[config.mk]
export PLATFORM = sky130hd
export DESIGN_NAME = engine_read_write
export DESIGN_NICKNAME = d
export VERILOG_FILES = /design/src/verilog/rw_pkg.sv /design/src/verilog/rw_job_capture.sv /design/src/verilog/rw_request_generator.sv /design/src/verilog/rw_request_fifo.sv /design/src/verilog/rw_request_issue.sv /design/src/verilog/engine_read_write.sv
export VERILOG_INCLUDE_DIRS = /design/src /design/src/include
export SDC_FILE = /design/constraint.sdc
export NUM_CORES = 1
export LEC_CHECK = 0
export ABC_AREA = 1
export BUFFER_PORTS_ARGS = -buffer_cell sky130_fd_sc_hd__buf_2
export CORE_ASPECT_RATIO = 0.75
export CORE_MARGIN = 5
export CORE_UTILIZATION = 40
export CTS_CLUSTER_SIZE = 16
export DETAILED_ROUTE_END_ITERATION = 8
export GPL_TIMING_DRIVEN = 0
export PLACE_DENSITY = 0.67
export SYNTH_ARGS = -nofsm -noshare
export SYNTH_HDL_FRONTEND = slang
export SYNTH_SLANG_ARGS = --single-unit
export TNS_END_PERCENT = 5
[constraint.sdc]
create_clock -name ap_clk -period 5.65 [get_ports ap_clk]
set_input_delay 0.8475 -clock ap_clk [delete_from_list [all_inputs] [get_ports ap_clk]]
set_output_delay 0.8475 -clock ap_clk [all_outputs]
set_load 0.05 [all_outputs]
[src/include/rw_params.svh]
// Read/write engine widths and request FIFO depth shared by the package and the RTL
`ifndef RW_PARAMS_SVH
`define RW_PARAMS_SVH

// ----------------------------------------------------------
// Datapath widths
// ----------------------------------------------------------
// Memory address bus
`define RW_ADDR_WIDTH 32
// Engine data word, also the request payload word
`define RW_DATA_WIDTH 32
// Vertex index, read tag and job request count
`define RW_INDEX_WIDTH 16
// Stride shift applied to the index
`define RW_SHIFT_WIDTH 3

// ----------------------------------------------------------
// Buffering
// ----------------------------------------------------------
`define RW_FIFO_DEPTH 8

`endif

[src/verilog/rw_pkg.sv]
// Type definitions for the read/write engine job, packets and memory requests
`include "rw_params.svh"

package rw_pkg;

    // ----------------------------------------------------------
    // Job setup
    // ----------------------------------------------------------
    // Configuration word arriving on the memory response channel
    typedef struct packed {
        logic [`RW_ADDR_WIDTH-1:0]  base_addr;
        logic [`RW_SHIFT_WIDTH-1:0] stride_shift;
        logic                       write_mode;
    } rw_config_t;

    // Descriptor, carries only the request count of the job
    typedef struct packed {
        logic                       valid;
        logic [`RW_INDEX_WIDTH-1:0] count;
    } rw_descriptor_t;

    // Configuration merged with the count at job start
    typedef struct packed {
        rw_config_t                 cfg;
        logic [`RW_INDEX_WIDTH-1:0] count;
    } rw_job_t;

    // ----------------------------------------------------------
    // Engine side and memory side
    // ----------------------------------------------------------
    typedef struct packed {
        logic [`RW_INDEX_WIDTH-1:0] index;
        logic [`RW_DATA_WIDTH-1:0]  data;
    } rw_engine_packet_t;

    // Read view of the payload, upper half held at zero
    typedef struct packed {
        logic [`RW_DATA_WIDTH-`RW_INDEX_WIDTH-1:0] reserved;
        logic [`RW_INDEX_WIDTH-1:0]                tag;
    } rw_read_tag_t;

    // Same word, decoded by the command
    typedef union packed {
        logic [`RW_DATA_WIDTH-1:0] write_data;
        rw_read_tag_t              read_tag;
    } rw_payload_u;

    typedef enum logic {
        RW_CMD_READ  = 1'b0,
        RW_CMD_WRITE = 1'b1
    } rw_cmd_e;

    typedef struct packed {
        rw_cmd_e                   cmd;
        logic [`RW_ADDR_WIDTH-1:0] addr;
        rw_payload_u               payload;
    } rw_mem_request_t;

endpackage : rw_pkg

[src/verilog/rw_job_capture.sv]
// Job capture, holds the latest configuration word and launches a job per descriptor
module rw_job_capture (
    input  logic               ap_clk,
    input  logic               areset_read_write_engine,
    input  rw_pkg::rw_config_t     response_memory_in,
    input  logic               response_memory_valid,
    input  rw_pkg::rw_descriptor_t descriptor_in,
    output rw_pkg::rw_job_t        job,
    output logic               job_start
);

    import rw_pkg::*;

    // Most recent configuration seen on the response channel
    rw_config_t cfg_reg;
    // Configuration that a descriptor in this cycle would pick up
    rw_config_t cfg_next;

    // ----------------------------------------------------------
    // Configuration hold
    // ----------------------------------------------------------
    // A word in the same cycle as the descriptor wins over the held one
    assign cfg_next = response_memory_valid ? response_memory_in : cfg_reg;

    always_ff @(posedge ap_clk) begin
        if (response_memory_valid) begin
            cfg_reg <= response_memory_in;
        end
    end

    // ----------------------------------------------------------
    // Job launch
    // ----------------------------------------------------------
    // One-cycle pulse after the descriptor
    always_ff @(posedge ap_clk) begin
        if (areset_read_write_engine) begin
            job_start <= 1'b0;
        end else begin
            job_start <= descriptor_in.valid;
        end
    end

    // Job word handed to the generator and issue stage with job_start
    always_ff @(posedge ap_clk) begin
        if (descriptor_in.valid) begin
            job.cfg   <= cfg_next;
            job.count <= descriptor_in.count;
        end
    end

endmodule : rw_job_capture

[src/verilog/rw_request_generator.sv]
// Request generator, turns engine packets into memory requests for the active job
`include "rw_params.svh"

module rw_request_generator (
    input  logic                     ap_clk,
    input  logic                     areset_read_write_engine,
    input  rw_pkg::rw_job_t           job,
    input  logic                     job_start,
    input  rw_pkg::rw_engine_packet_t engine_in,
    input  logic                     engine_in_valid,
    output logic                     engine_in_ready,
    output rw_pkg::rw_mem_request_t   gen_request,
    output logic                     gen_valid,
    input  logic                     gen_ready
);

    import rw_pkg::*;

    // Packets still to accept in this job
    logic [`RW_INDEX_WIDTH-1:0] accept_left;
    // Active job, held from job_start
    rw_config_t                 job_cfg;
    logic                       engine_accept;
    // Zero-extended index before the stride shift
    logic [`RW_ADDR_WIDTH-1:0]  index_ext;
    rw_mem_request_t            built_request;

    // ----------------------------------------------------------
    // Accept control
    // ----------------------------------------------------------
    // Output register drains whenever gen_ready is high, so ready
    // only needs the FIFO state and the remaining count
    assign engine_in_ready = (accept_left != '0) && gen_ready;
    assign engine_accept   = engine_in_valid && engine_in_ready;

    always_ff @(posedge ap_clk) begin
        if (areset_read_write_engine) begin
            accept_left <= '0;
        end else if (job_start) begin
            accept_left <= job.count;
        end else if (engine_accept) begin
            accept_left <= accept_left - 1'b1;
        end
    end

    always_ff @(posedge ap_clk) begin
        if (job_start) begin
            job_cfg <= job.cfg;
        end
    end

    // ----------------------------------------------------------
    // Request build
    // ----------------------------------------------------------
    assign index_ext = {{(`RW_ADDR_WIDTH-`RW_INDEX_WIDTH){1'b0}}, engine_in.index};

    always_comb begin
        built_request      = '0;
        built_request.addr = job_cfg.base_addr + (index_ext << job_cfg.stride_shift);
        if (job_cfg.write_mode) begin
            built_request.cmd                  = RW_CMD_WRITE;
            built_request.payload.write_data   = engine_in.data;
        end else begin
            // Read carries the index back as its tag
            built_request.cmd                   = RW_CMD_READ;
            built_request.payload.read_tag.tag      = engine_in.index;
            built_request.payload.read_tag.reserved = '0;
        end
    end

    // ----------------------------------------------------------
    // Output register
    // ----------------------------------------------------------
    always_ff @(posedge ap_clk) begin
        if (areset_read_write_engine) begin
            gen_valid <= 1'b0;
        end else if (engine_accept) begin
            gen_valid <= 1'b1;
        end else if (gen_ready) begin
            gen_valid <= 1'b0;
        end
    end

    always_ff @(posedge ap_clk) begin
        if (engine_accept) begin
            gen_request <= built_request;
        end
    end

endmodule : rw_request_generator

[src/verilog/rw_request_fifo.sv]
// Request FIFO, circular buffer between the generator and the issue stage
`include "rw_params.svh"

module rw_request_fifo #(
    parameter int DEPTH = `RW_FIFO_DEPTH
) (
    input  logic                   ap_clk,
    input  logic                   areset_read_write_engine,
    input  rw_pkg::rw_mem_request_t in_request,
    input  logic                   in_valid,
    output logic                   in_ready,
    output rw_pkg::rw_mem_request_t out_request,
    output logic                   out_valid,
    input  logic                   out_ready
);

    import rw_pkg::*;

    localparam int PTR_W = $clog2(DEPTH);
    // Occupancy needs one bit more than the pointers
    localparam logic [PTR_W:0] FULL_COUNT = (PTR_W + 1)'(DEPTH);

    rw_mem_request_t  mem [DEPTH];
    logic [PTR_W-1:0] wr_ptr;
    logic [PTR_W-1:0] rd_ptr;
    logic [PTR_W:0]   count;
    logic             push;
    logic             pop;

    // ----------------------------------------------------------
    // Handshake
    // ----------------------------------------------------------
    assign in_ready    = (count != FULL_COUNT);
    assign out_valid   = (count != '0);
    assign push        = in_valid && in_ready;
    assign pop         = out_valid && out_ready;
    assign out_request = mem[rd_ptr];

    // Storage, written only on push
    always_ff @(posedge ap_clk) begin
        if (push) begin
            mem[wr_ptr] <= in_request;
        end
    end

    // ----------------------------------------------------------
    // Pointers and occupancy
    // ----------------------------------------------------------
    // Power-of-two depth lets the pointers wrap on their own
    always_ff @(posedge ap_clk) begin
        if (areset_read_write_engine) begin
            wr_ptr <= '0;
            rd_ptr <= '0;
            count  <= '0;
        end else begin
            if (push) begin
                wr_ptr <= wr_ptr + 1'b1;
            end
            if (pop) begin
                rd_ptr <= rd_ptr + 1'b1;
            end
            case ({push, pop})
                2'b10:   count <= count + 1'b1;
                2'b01:   count <= count - 1'b1;
                default: count <= count;
            endcase
        end
    end

endmodule : rw_request_fifo

[src/verilog/rw_request_issue.sv]
// Issue stage, registers requests toward memory and flags job completion
`include "rw_params.svh"

module rw_request_issue (
    input  logic                   ap_clk,
    input  logic                   areset_read_write_engine,
    input  rw_pkg::rw_job_t         job,
    input  logic                   job_start,
    input  rw_pkg::rw_mem_request_t fifo_request,
    input  logic                   fifo_valid,
    output logic                   fifo_ready,
    output rw_pkg::rw_mem_request_t request_memory_out,
    output logic                   request_memory_valid,
    input  logic                   request_memory_ready,
    output logic                   done
);

    // Requests of the job not yet handed to memory
    logic [`RW_INDEX_WIDTH-1:0] issue_left;
    logic                       load;
    logic                       issue;

    // ----------------------------------------------------------
    // One-entry output register
    // ----------------------------------------------------------
    // Refill when empty or when the current entry leaves this cycle
    assign fifo_ready = !request_memory_valid || request_memory_ready;
    assign load       = fifo_valid && fifo_ready;
    assign issue      = request_memory_valid && request_memory_ready;

    always_ff @(posedge ap_clk) begin
        if (areset_read_write_engine) begin
            request_memory_valid <= 1'b0;
        end else if (load) begin
            request_memory_valid <= 1'b1;
        end else if (request_memory_ready) begin
            request_memory_valid <= 1'b0;
        end
    end

    always_ff @(posedge ap_clk) begin
        if (load) begin
            request_memory_out <= fifo_request;
        end
    end

    // ----------------------------------------------------------
    // Completion tracking
    // ----------------------------------------------------------
    // Empty job completes right away, otherwise on its last transfer
    always_ff @(posedge ap_clk) begin
        if (areset_read_write_engine) begin
            issue_left <= '0;
            done       <= 1'b0;
        end else if (job_start) begin
            issue_left <= job.count;
            done       <= (job.count == '0);
        end else if (issue && (issue_left != '0)) begin
            issue_left <= issue_left - 1'b1;
            if (issue_left == `RW_INDEX_WIDTH'(1)) begin
                done <= 1'b1;
            end
        end
    end

endmodule : rw_request_issue

[src/verilog/engine_read_write.sv]
// Read/write engine top, job capture feeding generator, request FIFO and issue stage
module engine_read_write (
    input  logic                     ap_clk,
    input  logic                     areset_read_write_engine,
    input  rw_pkg::rw_config_t        response_memory_in,
    input  logic                     response_memory_valid,
    input  rw_pkg::rw_descriptor_t    descriptor_in,
    input  rw_pkg::rw_engine_packet_t engine_in,
    input  logic                     engine_in_valid,
    output logic                     engine_in_ready,
    output rw_pkg::rw_mem_request_t   request_memory_out,
    output logic                     request_memory_valid,
    input  logic                     request_memory_ready,
    output logic                     done
);

    import rw_pkg::*;

    // ----------------------------------------------------------
    // Internal wiring
    // ----------------------------------------------------------
    rw_job_t         job;
    logic            job_start;
    // Generator to FIFO
    rw_mem_request_t gen_request;
    logic            gen_valid;
    logic            gen_ready;
    // FIFO to issue stage
    rw_mem_request_t fifo_request;
    logic            fifo_valid;
    logic            fifo_ready;

    rw_job_capture u_job_capture (
        .ap_clk                  (ap_clk),
        .areset_read_write_engine(areset_read_write_engine),
        .response_memory_in      (response_memory_in),
        .response_memory_valid   (response_memory_valid),
        .descriptor_in           (descriptor_in),
        .job                     (job),
        .job_start               (job_start)
    );

    rw_request_generator u_request_generator (
        .ap_clk                  (ap_clk),
        .areset_read_write_engine(areset_read_write_engine),
        .job                     (job),
        .job_start               (job_start),
        .engine_in               (engine_in),
        .engine_in_valid         (engine_in_valid),
        .engine_in_ready         (engine_in_ready),
        .gen_request             (gen_request),
        .gen_valid               (gen_valid),
        .gen_ready               (gen_ready)
    );

    rw_request_fifo u_request_fifo (
        .ap_clk                  (ap_clk),
        .areset_read_write_engine(areset_read_write_engine),
        .in_request              (gen_request),
        .in_valid                (gen_valid),
        .in_ready                (gen_ready),
        .out_request             (fifo_request),
        .out_valid               (fifo_valid),
        .out_ready               (fifo_ready)
    );

    rw_request_issue u_request_issue (
        .ap_clk                  (ap_clk),
        .areset_read_write_engine(areset_read_write_engine),
        .job                     (job),
        .job_start               (job_start),
        .fifo_request            (fifo_request),
        .fifo_valid              (fifo_valid),
        .fifo_ready              (fifo_ready),
        .request_memory_out      (request_memory_out),
        .request_memory_valid    (request_memory_valid),
        .request_memory_ready    (request_memory_ready),
        .done                    (done)
    );

endmodule : engine_read_write

# Yosys cells after proc, flatten, opt, wreduce, memory -nomap -nowiden
# Memory sizes are Yosys's and may differ from the RTL's. A register that Yosys moved wholly into a read port is not among the register bits.
# Cells that the tools add are included.
# W data, S select, Z words.
[word_totals] register_bits=235 ramBits=520 input_bits=106 output_inout_bits=68 wordCells=72 mem_count=1
[classes] add_sub_neg=7 eq_ne=4 shift=1 mux=17 reduce_logical=19
[memory_table] name="u_request_fifo.mem" depth=8 width=65 read_ports=1 rd_ports_with_merged_regs=1 wr=1 line="rw_request_fifo.sv:23" text="rw_mem_request_t mem [DEPTH];"
[ops] cell="$mux W16" n=5
[ops] cell="$mux W36" n=1
[ops] cell="$add A32 B32 Y32" n=1
[ops] cell="$reduce_bool A16 Y1" n=2
[ops] cell="$shl A16 B3 Y32" n=1
[ops] cell="$sub A16 B1 Y16 const B" n=2
[ops] cell="$eq A16 B1 Y1 const B" n=1
[ops] cell="$logic_not A16 Y1" n=1
[ops] cell="$reduce_bool A2 Y1" n=6
[ops] cell="$mux W1" n=10
[ops] cell="$pmux W4 S2" n=1
[ops] cell="$add A3 B1 Y3 const B" n=2
[ops] cell="$logic_and A1 B1 Y1" n=6
[ops] cell="$add A4 B1 Y4 const B" n=1
[ops] cell="$ne A4 B4 Y1 const B" n=1
[ops] cell="$reduce_bool A4 Y1" n=1
[ops] cell="$sub A4 B1 Y4 const B" n=1
[ops] cell="$eq A2 B1 Y1 const B" n=1
[ops] cell="$eq A2 B2 Y1 const B" n=1
[ops] cell="$reduce_and A2 Y1" n=1
[ops] cell="$logic_not A1 Y1" n=1
[ops] cell="$logic_or A1 B1 Y1" n=1

# Depth between registers and ports, before layout
[logic_depth] depth_word=5 mapped_depth=19 mapped_depth_nobuf=18

# Modules after synthesis
# From an unflattened synthesis, not the netlist that was laid out.
[unflattened] hier_cells=2930 area_unflattened_um2=34035.1
[modules_own_cells] module="rw_request_fifo" n_inst=1 cells_each=1555 area_per_inst_um2=20936.3 seq_area_each_um2=15875.2
[modules_own_cells] module="rw_request_generator" n_inst=1 cells_each=887 area_per_inst_um2=7036.7 seq_area_each_um2=3373.2
[modules_own_cells] module="rw_request_issue" n_inst=1 cells_each=281 area_per_inst_um2=3234.4 seq_area_each_um2=2312.2
[modules_own_cells] module="rw_job_capture" n_inst=1 cells_each=207 area_per_inst_um2=2827.7 seq_area_each_um2=2302.2

# Worst setup path before layout
# No wires, ideal clock.
[synth_path] kind="register to register" start="reg u_request_fifo.count[1]" end="mem u_request_fifo.mem[0][0] (netlist name) (enable)" setup_time_ps=488 arrival_time_ps=3573 required_ps=5162 path_slack_ps=1589 path_stages_with_launch=7 n_path_buf=0 period_less_slack_ps=4061 path_cell_list="dfxtp_1 nor2_1 nand3_1 nand2_1 inv_1 nand2_1 nor2_1"
[synth_between] elab_chain_cells=4
[synth_lines] element="start, declared" line="rw_request_fifo.sv:26" text="logic [PTR_W:0] count;"
[synth_lines] element="start signal, assigned" line="rw_request_fifo.sv:63" text="2'b10: count <= count + 1'b1;"
[synth_lines] element="start signal, assigned" line="rw_request_fifo.sv:64" text="2'b01: count <= count - 1'b1;"
[synth_lines] element="start signal, assigned" line="rw_request_fifo.sv:65" text="default: count <= count;"
[synth_lines] element="$ne A4 B4 Y1" line="rw_request_fifo.sv:33" text="assign in_ready = (count != FULL_COUNT);"
[synth_lines] element="$logic_and A1 B1 Y1" line="rw_request_fifo.sv:35" text="assign push = in_valid && in_ready;"
[synth_lines] element="$mux W1" line="rw_request_fifo.sv:41" text="if (push) begin"
[synth_lines] element="$mux W1 (implied by the code)" line="rw_request_fifo.sv:42" text="mem[wr_ptr] <= in_request;"
[synth_lines] element="end, declared" line="rw_request_fifo.sv:23"
# No other way between the ends.

==> results.toml <==
[worst_setup_path]
path_max_fanout = 10
cp-end-kind = "flip-flop"
critPathSlowestCell = "o21ai_0"
cp-start-kind = "flip-flop"
cpPeakStageDelay_ps = 790
cp_cell_sequence = "clkbuf_1 > o21ai_0 > mux2i_1 > mux2i_1 > ha_1 > nand2_1 > inv_1 > nand2_1 > nand2_1 > a21oi_1 > nand2_1 > nand2_1 > nand2_1 > nand2_1 > nand2_1"
crit_top_cell = "nand2_1"
arrival_ps = 3930
cp_data_required_time_ps = 6010
crit_type = "flip-flop to flip-flop"

[clock_tree]
cts.sinks = 820
cts_resized = 0
post_cts_buffers = 0
root_buffer = "clkbuf_16"
cts_tree = "done"
numCtsBuffers = 79
clkTransAtPathRegs_ps = 70
clockBufferDepth = 3
htree_levels = 3
cts_hold_buffers = 0
insertion_delay_ps = 630

[synthesis]
synth_most_common_cell = "edfxtp_1"
synth_area_leaders = "edfxtp_1 66%, nand2_1 6.4%, nor2_1 5.7%"
yosysSeqAreaShare_pct = 70.7
ys_ff_latch = 820
yosysTopAreaCellShare_pct = 65.9
syn_nets = 2963
ys.flop_type = "edfxtp_1"
netlist_top_cells_count = "738 x edfxtp_1, 574 x nand2_1, 510 x nor2_1"
ys_async_sr_fraction_pct = 0
synthCells = 2824
synth_top_cell_by_area = "edfxtp_1"
syn_area_mm2 = 0.0337
ys_warn_count = 0
synth_edf_count = 738
synth_cell_types = 45
synth_area_per_cell_um2 = 11.9

[layout]
area_growth_pct = 16.3
final_core_util_pct = 46.8
largest_reg_flops = 520
nNetsFinal = 3237
fin_area_mm2 = 0.0391
largest_register = "u_request_fifo.mem"
drive_above_1_share_pct = 14.5
largest_registers = "u_request_fifo.mem: 520 flops, u_request_generator.gen_request: 65 flops, u_request_issue.request_memory_out: 65 flops"

[timing]
setup_slack_ps = 2080
fmax_mhz = 280
worstMarginPinSlew_ps = 1180
final_max_slew_viol_count = 0
hold_violations = 0
finalCritPeriodShare_pct = 63.2
whs_ps = 400
fin_crit_ps = 3570
rsz0062_at_grt = "false"
finalSetupViolCount = 0
skew_ps = 28.4
slew_headroom_pct = 21.3

[route]
drc = 0
via_per_inst = 5.16
wirelength_mm = 85.3
drt_iter0_drc = 2278
post_drt_wl_per_cell_um = 19.9
vias = 22100
dr.pass1.iters = 5
ant_nets = 0

[pwr]
power.density_mw_per_mm2 = 485
p_total_mw = 19.0
ir_drop_v = 0.000275
p_leak_nw = 14.7

[global_routing]
grt_max_degree = 60
grt_pass1_wl_mm = 128
grt_usage_pct = 18.7
antenna_found_initial = 6
first_global_vias = 21100
grt-ovfl-total = 0

[place]
io_buffers = 171
place_worst_setup_slack_ps = 1850
dp_hpwl_mm = 58.2
gp_congestion = 0.912
placed_cell_area_mm2 = 0.0365

[floorplanning]
initial_utilization_pct = 40.2
chipHeight_um = 261
core_mm2 = 0.0837
row_count = 92
pin_count = 174
die_w_um = 345
die_area_mm2 = 0.0901

[job]
drv_cap = 0

[run_status]
status = "complete, no violations"

[min_path]
hold_class = "input pin to flip-flop"
-- area by class of cell --
class                   instances  area, µm²
plain buffers                 131        721
fillers                      7405      44500
well taps                    1128       1410
inverters                     160        613
clock buffers                  90       2090
multi-input cells            1713       8580
flip-flops and latches        820      23800
repair buffers                193       1360
clock inverters                52        556
diodes                          2       5.00
-- final timing paths --
kind	startpoint	endpoint	slack (ps)	cells past startpoint
setup / recovery	u_request_generator.job_cfg[1]$_DFFE_PP_	u_request_generator.gen_request[62]$_DFFE_PP_	2080	15
hold / removal	descriptor_in[3]	u_job_capture.job[3]$_DFFE_PP_	400	1
setup reg to reg	u_request_generator.job_cfg[1]$_DFFE_PP_	u_request_generator.gen_request[62]$_DFFE_PP_	2080	15
hold reg to reg	u_job_capture.job[18]$_DFFE_PP_	u_request_generator.job_cfg[2]$_DFFE_PP_	410	0
-- kinds of logic after synthesis --
| family | Yosys count | share of synthesized area, % |
|---|---|---|
| AND/OR/NAND/NOR | 1205 | 14.2 |
| AO/OA/AOI/OAI | 398 | 7.48 |
| buffers and inverters | 291 | 3.95 |
| flip-flops | 820 | 70.7 |
| multiplexers | 50 | 1.63 |
| adder cells (fa/ha/maj) | 33 | 1.27 |
| XOR/XNOR | 27 | 0.703 |
-- per-layer routing --
| metal | vias up | wire length, µm | global-route usage [%] |
|---|---|---|---|
| li1 | 10500 | - | - |
| met1 | 10600 | 37800 | 27.0 |
| met2 | 957 | 37200 | 28.1 |
| met3 | 119 | 8260 | 5.21 |
| met4 | 2 | 2060 | 5.07 |
| met5 | - | 13 | 0 |
-- where the power goes --
group	total, mW	internal (mW)	leakage [nW]	switching, mW
registers	8.16	7.69	7.51	0.467
clock network	5.39	3.10	1.29	2.29
logic	5.43	1.51	5.90	3.93
total	19.0	12.3	14.7	6.68
-- per-stage QoR --
step	std cells	TNS (ps)
2_1_floorplan	2824	0
3_3_place_gp	4123	-585270
3_5_place_dp	4145	0
4_1_cts	4287	0
5_1_grt	4287	0
6_report	4289	0
-- critical path: cells and delay by family (launching register included) --
kind	cells	cell delay, ps
adders and majority gates	1	330
and+or+nand+nor	8	760
buffers and inverters	2	360
DFF	1	460
muxes	2	480
AOI/OAI and AO/OA	2	910
-- layout by cell type, fill, tap and decap left out, types with 6 or more instances in the layout --
cell       count
edfxtp_1     738
nand2_1      574
nor2_1       502
buf_2        203
o21ai_0      202
inv_1        152
o32ai_1      130
clkbuf_16     82
dfxtp_1       81
clkbuf_1      76
nand3_1       66
a21oi_1       52
mux2_2        38
ha_1          31
xor2_1        22
buf_6         17
buf_12        14
clkinv_1      14
mux2i_1       12
clkinv_2      12
nor2_4        10
nor3_1        10
bufinv_16      9
buf_16         9
nand2_2        7
nand3b_1       7
nand4_1        6
buf_4          6
clkinv_4       6
Note: power is estimated with default switching activity, not from simulation.
